===== src/source/uart_macros.svh =====
`ifndef UART_MACROS_SVH
`define UART_MACROS_SVH

// Clock rate of the core clock in Hz.
`define CLK_FREQ_HZ 75_000_000

// Line rate, picked so that one bit spans 16 clocks.
`define BAUD 4_687_500

`define CLKS_PER_BIT (`CLK_FREQ_HZ / `BAUD)

// Byte slots in the echo FIFO, power of two.
`define FIFO_DEPTH 4

// Stop bits sent on tx.
`define STOP_BITS 2

`endif


===== src/source/uart_pkg.sv =====
package uart_pkg;

  typedef logic [7:0] byte_t;

  // Receiver states.
  typedef enum logic [2:0] {
    rx_idle,
    rx_start_check,
    rx_data_wait,
    rx_data_capture,
    rx_stop_check
  } rx_state_t;

  // Transmitter states.
  typedef enum logic [1:0] {
    tx_idle,
    tx_start,
    tx_data,
    tx_stop
  } tx_state_t;

endpackage


===== src/source/case_fold_fifo.sv =====
`timescale 1ns/100ps
`include "uart_macros.svh"

module case_fold_fifo (
  input  logic            clk,
  input  logic            rst,
  input  logic            wr_valid,
  input  uart_pkg::byte_t wr_byte,
  input  logic            rd_take,
  output logic            rd_valid,
  output uart_pkg::byte_t rd_byte,
  output logic            overflow
);

  import uart_pkg::*;

  localparam int ptr_w = $clog2(`FIFO_DEPTH);

  byte_t            mem [`FIFO_DEPTH];
  logic [ptr_w-1:0] wr_ptr;
  logic [ptr_w-1:0] rd_ptr;
  logic [ptr_w:0]   count;
  logic             full;
  logic             push;
  logic             pop;

  function automatic byte_t fold(input byte_t b);
    byte_t r;
    r = b;
    if (b >= 8'h61 && b <= 8'h7a) r = b - 8'h20; // 'a'..'z' to 'A'..'Z'.
    return r;
  endfunction

  assign full = (count == (ptr_w + 1)'(`FIFO_DEPTH));
  assign push = wr_valid && !full;
  assign pop  = rd_take && rd_valid;

  always_ff @(posedge clk) begin
    if (rst) begin
      wr_ptr   <= '0;
      rd_ptr   <= '0;
      count    <= '0;
      overflow <= 1'b0;
    end else begin
      if (push) wr_ptr <= wr_ptr + 1'b1; // Depth is a power of two.
      if (pop) rd_ptr <= rd_ptr + 1'b1;
      case ({push, pop})
        2'b10:   count <= count + 1'b1;
        2'b01:   count <= count - 1'b1;
        default: count <= count;
      endcase
      if (wr_valid && full) overflow <= 1'b1;
    end
  end

  always_ff @(posedge clk) begin
    if (push) mem[wr_ptr] <= fold(wr_byte);
  end

  assign rd_valid = (count != '0);
  assign rd_byte  = mem[rd_ptr];

  a_take_when_valid: assert property (@(posedge clk) disable iff (rst)
    rd_take |-> rd_valid);

  a_count_bound: assert property (@(posedge clk) disable iff (rst)
    count <= (ptr_w + 1)'(`FIFO_DEPTH));

endmodule


===== src/source/uart_echo.sv =====
`timescale 1ns/100ps

module uart_echo (
  input  logic clk,
  input  logic rst,
  input  logic rx,
  output logic tx,
  output logic frame_error,
  output logic overflow
);

  import uart_pkg::*;

  logic  rx_valid;
  byte_t rx_byte;
  logic  fifo_valid;
  byte_t fifo_byte;
  logic  fifo_take;

  uart_rx u_rx (
    .clk         (clk),
    .rst         (rst),
    .rx          (rx),
    .rx_valid    (rx_valid),
    .rx_byte     (rx_byte),
    .frame_error (frame_error)
  );

  case_fold_fifo u_fifo (
    .clk      (clk),
    .rst      (rst),
    .wr_valid (rx_valid),
    .wr_byte  (rx_byte),
    .rd_take  (fifo_take),
    .rd_valid (fifo_valid),
    .rd_byte  (fifo_byte),
    .overflow (overflow)
  );

  uart_tx u_tx (
    .clk        (clk),
    .rst        (rst),
    .byte_valid (fifo_valid),
    .byte_data  (fifo_byte),
    .byte_take  (fifo_take),
    .tx         (tx)
  );

endmodule


===== src/source/uart_rx.sv =====
`timescale 1ns/100ps
`include "uart_macros.svh"

module uart_rx (
  input  logic            clk,
  input  logic            rst,
  input  logic            rx,
  output logic            rx_valid,
  output uart_pkg::byte_t rx_byte,
  output logic            frame_error
);

  import uart_pkg::*;

  localparam int cnt_w = $clog2(`CLKS_PER_BIT);

  logic             rx_meta;
  logic             rx_sync;
  rx_state_t        state, state_next;
  logic [cnt_w-1:0] cnt, cnt_next;
  logic [2:0]       bit_idx, bit_idx_next;
  byte_t            shift, shift_next;
  logic             valid_next;
  logic             stop_bad;

  always_ff @(posedge clk) begin
    if (rst) begin
      rx_meta     <= 1'b1; // Line idles high.
      rx_sync     <= 1'b1;
      state       <= rx_idle;
      cnt         <= '0;
      bit_idx     <= '0;
      rx_valid    <= 1'b0;
      frame_error <= 1'b0;
    end else begin
      rx_meta  <= rx;
      rx_sync  <= rx_meta;
      state    <= state_next;
      cnt      <= cnt_next;
      bit_idx  <= bit_idx_next;
      rx_valid <= valid_next;
      if (stop_bad) frame_error <= 1'b1; // Sticky until reset.
    end
  end

  always_ff @(posedge clk) begin
    shift <= shift_next;
  end

  always_comb begin
    state_next   = state;
    cnt_next     = cnt + 1'b1;
    bit_idx_next = bit_idx;
    shift_next   = shift;
    valid_next   = 1'b0;
    stop_bad     = 1'b0;

    case (state)
      rx_idle: begin
        cnt_next = '0;
        bit_idx_next = '0;
        if (!rx_sync) state_next = rx_start_check;
      end
      rx_start_check: begin
        // Middle of the start bit; a high line here was only a glitch.
        if (cnt == cnt_w'(`CLKS_PER_BIT / 2 - 1)) begin
          cnt_next = '0;
          state_next = rx_sync ? rx_idle : rx_data_wait;
        end
      end
      rx_data_wait: begin
        if (cnt == cnt_w'(`CLKS_PER_BIT - 2)) begin
          state_next = rx_data_capture;
        end
      end
      rx_data_capture: begin
        cnt_next = '0;
        shift_next = {rx_sync, shift[7:1]}; // LSB arrives first.
        bit_idx_next = bit_idx + 1'b1;
        state_next = (bit_idx == 3'd7) ? rx_stop_check : rx_data_wait;
      end
      rx_stop_check: begin
        if (cnt == cnt_w'(`CLKS_PER_BIT - 1)) begin
          cnt_next = '0;
          valid_next = rx_sync;
          stop_bad = !rx_sync;
          state_next = rx_idle;
        end
      end
      default: state_next = rx_idle;
    endcase
  end

  assign rx_byte = shift;

  // A byte takes a whole frame, so strobes never come back to back.
  a_valid_single: assert property (@(posedge clk) disable iff (rst)
    rx_valid |=> !rx_valid);

  a_valid_not_error: assert property (@(posedge clk) disable iff (rst)
    !(rx_valid && $rose(frame_error)));

endmodule


===== src/source/uart_tx.sv =====
`timescale 1ns/100ps
`include "uart_macros.svh"

module uart_tx (
  input  logic            clk,
  input  logic            rst,
  input  logic            byte_valid,
  input  uart_pkg::byte_t byte_data,
  output logic            byte_take,
  output logic            tx
);

  import uart_pkg::*;

  localparam int cnt_w = $clog2(`STOP_BITS * `CLKS_PER_BIT);

  tx_state_t        state;
  logic [cnt_w-1:0] cnt;
  logic [2:0]       bit_idx;
  byte_t            shift;
  logic             bit_end;

  assign byte_take = (state == tx_idle) && byte_valid;
  assign bit_end   = (cnt == cnt_w'(`CLKS_PER_BIT - 1));

  always_ff @(posedge clk) begin
    if (rst) begin
      state   <= tx_idle;
      cnt     <= '0;
      bit_idx <= '0;
      tx      <= 1'b1;
    end else begin
      cnt <= cnt + 1'b1;
      case (state)
        tx_idle: begin
          cnt <= '0;
          bit_idx <= '0;
          if (byte_take) begin
            tx <= 1'b0; // Start bit.
            state <= tx_start;
          end
        end
        tx_start: if (bit_end) begin
          cnt <= '0;
          tx <= shift[0];
          state <= tx_data;
        end
        tx_data: if (bit_end) begin
          cnt <= '0;
          bit_idx <= bit_idx + 1'b1;
          if (bit_idx == 3'd7) begin
            tx <= 1'b1;
            state <= tx_stop;
          end else begin
            tx <= shift[1];
          end
        end
        tx_stop: begin
          // All stop bits are counted as one stretch.
          if (cnt == cnt_w'(`STOP_BITS * `CLKS_PER_BIT - 1)) state <= tx_idle;
        end
        default: state <= tx_idle;
      endcase
    end
  end

  always_ff @(posedge clk) begin
    if (byte_take) begin
      shift <= byte_data;
    end else if (state == tx_data && bit_end) begin
      shift <= shift >> 1;
    end
  end

  a_idle_high: assert property (@(posedge clk) disable iff (rst)
    (state == tx_idle) |-> tx);

endmodule


===== config.mk =====
export PLATFORM = sky130hd
export DESIGN_NAME = uart_echo
export DESIGN_NICKNAME = d
export VERILOG_FILES = /design/src/source/uart_pkg.sv /design/src/source/case_fold_fifo.sv /design/src/source/uart_echo.sv /design/src/source/uart_rx.sv /design/src/source/uart_tx.sv
export VERILOG_INCLUDE_DIRS = /design/src /design/src/source
export SDC_FILE = /design/constraint.sdc
export NUM_CORES = 1
export LEC_CHECK = 0
export ABC_CLOCK_PERIOD_IN_PS = 3050
export BUFFER_PORTS_ARGS = -buffer_cell sky130_fd_sc_hd__buf_4
export CORE_MARGIN = 2
export CORE_UTILIZATION = 25
export CTS_BUF_LIST = sky130_fd_sc_hd__clkbuf_2
export CTS_CLUSTER_SIZE = 8
export DETAILED_ROUTE_END_ITERATION = 10
export GPL_ROUTABILITY_DRIVEN = 0
export PLACE_DENSITY_LB_ADDON = 0.25
export SYNTH_ARGS = -nofsm -noshare
export SYNTH_HDL_FRONTEND = slang
export SYNTH_HIERARCHICAL = 1
export SYNTH_SLANG_ARGS = --single-unit

===== constraint.sdc =====
create_clock -name clk -period 3.05 [get_ports clk]
set_input_delay 0.61 -clock clk [delete_from_list [all_inputs] [get_ports clk]]
set_output_delay 0.61 -clock clk [all_outputs]
set_load 0.03 [all_outputs]

# Yosys cells after proc, flatten, opt, wreduce, memory -nomap -nowiden

Memory sizes are Yosys's and may differ from the RTL's. A register that Yosys moved wholly into a read port is not among the register bits.
Cells that the tools add are included.

Memories: 1
Bits of input ports: 3
Output and inout bits: 3
Memory bits (writable): 32
Word-level logic and storage cells: 117
Bits in registers: 49

Bitwise gates (word level): 2
Reductions and logical operators: 23
$lt $le $gt $ge: 2
Eq/ne operators: 26
Multiplexer cells: 37
Add/subtract/negate cells: 9

Memories:

| memory     | depth | bits a word | rd ports | clocked after memory_dff | write ports | RTL line             | source |
|---|---|---|---|---|---|---|---|
| u_fifo.mem | 4     | 8           | 1        | 1                        | 1           | case_fold_fifo.sv:19 | `` byte_t mem [`FIFO_DEPTH]; `` |

Operators with widths:

| operator                                                                | number |
|---|---|
| 8-bit two-way mux                                                       | 4 |
| 3-bit two-way mux                                                       | 6 |
| 3-bit one-hot mux with 2 select lines                                   | 3 |
| 2-bit two-way mux                                                       | 8 |
| 3-bit one-hot mux with 5 select lines                                   | 1 |
| 2-bit by 1-bit inequality test with 1-bit output, second input constant | 7 |
| 3-bit == test, second input constant                                    | 4 |
| 4-bit one-hot mux with 3 select lines                                   | 1 |
| 5-bit one-hot mux with 2 select lines                                   | 1 |
| 3-bit by 1-bit adder with 3-bit output, second input constant           | 3 |
| 4-bit == test, second input constant                                    | 2 |
| 8-bit by 7-bit >= comparator with 1-bit output, second input constant   | 1 |
| 8-bit by 7-bit <= comparator with 1-bit output, second input constant   | 1 |
| 1-bit two-way mux                                                       | 8 |
| 4-bit two-way mux                                                       | 2 |
| 2-bit one-hot mux with 4 select lines                                   | 1 |
| 4-bit AND reduction                                                     | 2 |
| 2-bit nonzero test                                                      | 4 |
| 8-bit by 6-bit subtractor with 8-bit output, second input constant      | 1 |
| 2-bit == test, second input constant                                    | 3 |
| 3-bit by 2-bit == test with 1-bit output, second input constant         | 2 |
| 1-bit logical AND                                                       | 6 |
| 3-bit nonzero test                                                      | 2 |
| 5-bit by 1-bit adder with 5-bit output, second input constant           | 1 |
| 19 further kinds                                                        | 25 |

# Logic depth before layout (Yosys ltp)

Depth after elaboration: 5
Depth in mapped cells: 11
Gate-level depth less buffers: 11

# Modules after synthesis

Netlist, hierarchy kept.

Modules (own cells, without submodules):

| module         | times used | area an instance (um^2) | sequential area each (um^2) | cells each |
|---|---|---|---|---|
| case_fold_fifo | 1          | 1,746.7                 | 1,161.1                     | 109 |
| uart_tx        | 1          | 1,024.7                 | 460.4                       | 89 |
| uart_rx        | 1          | 935.9                   | 520.5                       | 84 |

# Worst setup path after synthesis

No wires, ideal clock.

Path type: reg2reg
From: reg u_tx.state[0]
To: reg u_fifo.count[2]
Required time: 2,979 ps
Library setup time: 71 ps
Path buffers: 0
Clock period less this slack: 2,388 ps
Cell stages (with the launch flop): 12
Setup slack: 662 ps
Arrival: 2,317 ps
Path through: dfxtp_1 > inv_1 > ha_1 > nand2_1 > inv_1 > o31a_2 > ha_1 > inv_1 > fa_1 > xor2_1 > or3_2 > a21oi_1

Cells in the longest elaborated chain, start to end: 5
Elaborated cells on any way between the ends: 7
Classes of those cells: 2 x eq/ne; 1 x mux; 4 x reduce/logical

RTL lines:

| element                                                                            | RTL line             | source |
|---|---|---|
| from (decl)                                                                        | uart_tx.sv:17        | `tx_state_t state;` |
| from (signal assigned)                                                             | uart_tx.sv:28        | `state <= tx_idle;` |
| from (signal assigned)                                                             | uart_tx.sv:40        | `state <= tx_start;` |
| from (signal assigned)                                                             | uart_tx.sv:46        | `state <= tx_data;` |
| 2-bit zero test (*)                                                                | uart_tx.sv:23        | `assign byte_take = (state == tx_idle) && byte_valid;` |
| 1-bit logical AND (*)                                                              | uart_tx.sv:23        |  |
| via fifo_take                                                                      | uart_echo.sv:18      | `logic fifo_take;` |
| 1-bit logical AND (*)                                                              | case_fold_fifo.sv:36 | `assign pop = rd_take && rd_valid;` |
| via u_fifo.pop                                                                     | case_fold_fifo.sv:25 | `logic pop;` |
| 2-bit by 1-bit == test with 1-bit output / 2-bit == test (equally long branches)   | case_fold_fifo.sv:47 | `case ({push, pop})` |
| 3-bit one-hot mux with 2 select lines / 2-bit nonzero test (equally long branches) | --                   |  |
| to (signal assigned)                                                               | case_fold_fifo.sv:48 | `2'b10: count <= count + 1'b1;` |
| to (signal assigned)                                                               | case_fold_fifo.sv:49 | `2'b01: count <= count - 1'b1;` |
| to (signal assigned)                                                               | case_fold_fifo.sv:50 | `default: count <= count;` |
| to (decl)                                                                          | case_fold_fifo.sv:22 | `logic [ptr_w:0] count;` |

The timed path passes the listed nets; every way through them passes the cells marked *.
A chain may end at the register's enable or synchronous reset.

# Final worst setup path

From: reg u_tx.state[1]
To: reg u_fifo.count[2]

The elaborated chain is that of the path after synthesis.

==> impl_results.md <==
- Fraction of registers with async set/reset: 0
- Max_slew headroom: 0.614
- # H-tree levels: 3
- Via density per instance: roughly 4.4
- Met2 Track Usage GR: 0.144
- Crit share post-route: 0.874
- Via count: approximately 2100
- Crit start category: flip-flop
- Yosys top cell by area: edfxtp_1
- Max Cap Viol: 0
- Worst setup skew after layout: 41.6 ps
- Total chip power: 2070 µW
- Antenna violations before repair: 0
- Slew Viols, Final: 0
- CTS root buffer: clkbuf_2
- Unrepaired setup endpoints after global routing: no
- Gr ovfl total: 0
- Top Usage Layer GRT: met2
- Largest net degree at the start of global routing: 37
- Final setup vio count: 0
- Final worst slack: 383 ps
- Drt first-iter violations: approximately 110
- Outcome: finished, final reports clean
- GRT Util Overall: 0.0884
- Final antenna-violating net count: 0
- Register area share after synthesis: 0.578
- Clock insertion delay at the later pin of the skew report: 570 ps
- Area contributors post-synth: edfxtp_1, dfxtp_1, ha_1
- Post-CTS Hold Fix Bufs: 0
- Synthesized area per cell: approximately 13 µm²
- Post-synthesis compound-gate area fraction: 0.0803
- Hold Path Class: in2reg
- Met3 Use GR: 0.0319
- Final hold violations: 0
- Crit end category: flip-flop
- CP required: between 3000 and 4000 ps
- Simple-gate area share of the yosys netlist: 0.114
- Yosys top cell area share: 0.389
- Max frequency: around 370 MHz
- Post-Layout Cell Count: approximately 480
- Yosys warning total: 6
- Die X: ~130 µm
- Drt pass-1 iters: 4
- Period minus WS final: around 2700 ps
- Vias in the first global route: about 2200
- CTS Buf Count: 9
- Number of synthesized flops with an enable pin: 48
- HPWL Detailed: approximately 4300 µm
- Maximum fanout along the worst path: 9
- Starting Density: 0.255
- Lkg Pwr: 0.00140 µW
- Worst-margin pin slew: just under 600 ps
- Post-DR wirelength/cell: 13.8 µm
- # port buffers: 5
- R2R setup slack: 380 ps
- Worst slack at placement: 420 ps
- Yosys reg bits: just over 80
- Top FF cell, synth: edfxtp_1
- CORE AREA: about 15000 µm²
- Power Dens Cells: 514 nW/µm²
- Setup TNS: 0 ps
- Syn_nets: between 300 and 400
- Cells after DPL: between 400 and 500
- Main combinational cell family by area after synthesis: simple AND/OR/NAND/NOR gates
- Met1 global-route usage: 0.110
- Worst-path clk slew: about 250 ps
- Setup Buffers After CTS: 0
- Crit Path Category: reg2reg
- VDD IR-drop max: roughly 310 µV
- Fin nets: 314
- Count leader, synth: edfxtp_1
- Synth top cells by count: edfxtp_1, dfxtp_1, nor2_1
- # diodes: 0
- Rows: 44
- TritonCTS clock tree: done
- Synth unique cells: between 50 and 60
- Post-synthesis xor/xnor area fraction: 0.0189
- Clock sink total: 83
- First-pass GRT wire length: 10900 µm
- I/O pin total: 6
- CTS-repair resized insts: 0
- Die height: ~130 µm
- Mux contribution to synthesized area: 0.0948
- Die area: 15800 µm²
- Post-Synth Adder-Cell Area: 0.0796
- Syn Std Cell Area: 3710 µm²
- Synthesized netlist cell count: approximately 280
- Longest Clk Path Bufs: 2
- Fin util: 0.277
- Critical Path AT: 3170 ps
- # DRC: 0
- Share of layout cells above drive strength 1: 0.184
- Aggregate routed wire length: around 6600 µm
- Area grow syn2layout: 8.64%
-- through the flow --
| stage | instance area (µm²) | hold slack [ps] |
|---|---|---|
| after floorplan | 3710 | 389 |
| after global placement | 3920 | 397 |
| after detailed placement | 3920 | 396 |
| after CTS | 4030 | 165 |
| after global routing | 4030 | 142 |
| final | 4030 | 234 |
-- final timing paths --
check                                   from                      endpoint  depth (start not counted)
setup / recovery  u_tx/state[1]$_SDFFE_PP0P_  u_fifo/count[2]$_SDFFE_PP0P_                         11
hold / removal                            rx       u_rx/rx_meta$_SDFF_PP1_                          2
setup reg to reg  u_tx/state[1]$_SDFFE_PP0P_  u_fifo/count[2]$_SDFFE_PP0P_                         11
hold reg to reg      u_rx/rx_meta$_SDFF_PP1_       u_rx/rx_sync$_SDFF_PP1_                          1
-- metal layers --
layer	vias to the layer above	part of all wire
met5	-	0
met4	0	0.0084
met3	10	0.028
met2	17	0.49
met1	1026	0.47
li1	1034	-
-- layout by cell type, fill, tap and decap left out, types with 3 or more instances in the layout --
master | netlist | layout
mux2_2 | 9 | 9
a22oi_1 | 4 | 4
inv_1 | 18 | 18
buf_4 | 1 | 5
mux4_2 | 8 | 8
edfxtp_1 | 48 | 48
nor2_1 | 24 | 24
dfxtp_1 | 35 | 35
nand3_1 | 9 | 9
nor3_1 | 8 | 8
nor2b_1 | 6 | 6
xor2_1 | 5 | 5
nand2b_1 | 3 | 3
clkbuf_2 | 0 | 9
and3_2 | 4 | 4
ha_1 | 22 | 22
a21oi_1 | 8 | 8
mux2i_1 | 4 | 4
xnor2_1 | 3 | 3
o21bai_1 | 3 | 3
nand2_1 | 11 | 11
inv_8 | 0 | 3
-- flip-flops by register name, summed over array words and instances (netlist names), named ones only --
name              flops
u_fifo/wr_ptr         2
u_rx/state            3
u_tx/state            2
u_fifo/count          3
u_tx/tx               1
u_rx/rx_valid         1
u_fifo/mem           32
u_rx/frame_error      1
u_tx/cnt              5
u_tx/shift            8
u_rx/cnt              4
u_rx/rx_meta          1
u_tx/bit_idx          3
u_rx/rx_byte          8
u_fifo/rd_ptr         2
u_fifo/overflow       1
u_rx/bit_idx          3
u_rx/rx_sync          1
-- worst max-delay path, stage by stage (launching register included) --
cell	delay, ps
dfxtp_1	410
inv_1	90
ha_1	250
nand2_1	260
inv_1	150
o31a_2	170
ha_1	170
inv_1	60
fa_1	370
xor2_1	150
or3_2	400
a21oi_1	140
-- layout make-up --
| cell class | instances | area (µm²) |
|---|---|---|
| clock buffers | 9 | 45.0 |
| clock inverters | 7 | 66.3 |
| fillers | 1528 | 10500 |
| inverters | 18 | 67.6 |
| multi-input cells | 171 | 1440 |
| flip-flops and latches | 83 | 2140 |
| well taps | 184 | 230 |
| repair buffers | 5 | 37.5 |
-- where the power goes --
part	internal [µW]	leakage (µW)	switching (µW)
combinational	117	0.000619	149
clock	131	0.0000649	431
sequential	1200	0.000714	41.4
total	1450	0.00140	621
-- logic make-up after synthesis --
kind of cell,Yosys count
compound gates,38
xor+xnor,8
flops,83
fa+ha+maj,23
buf+inv,28
mux,23
simple gates,79
No activity file was read; power rests on OpenSTA's default activity.
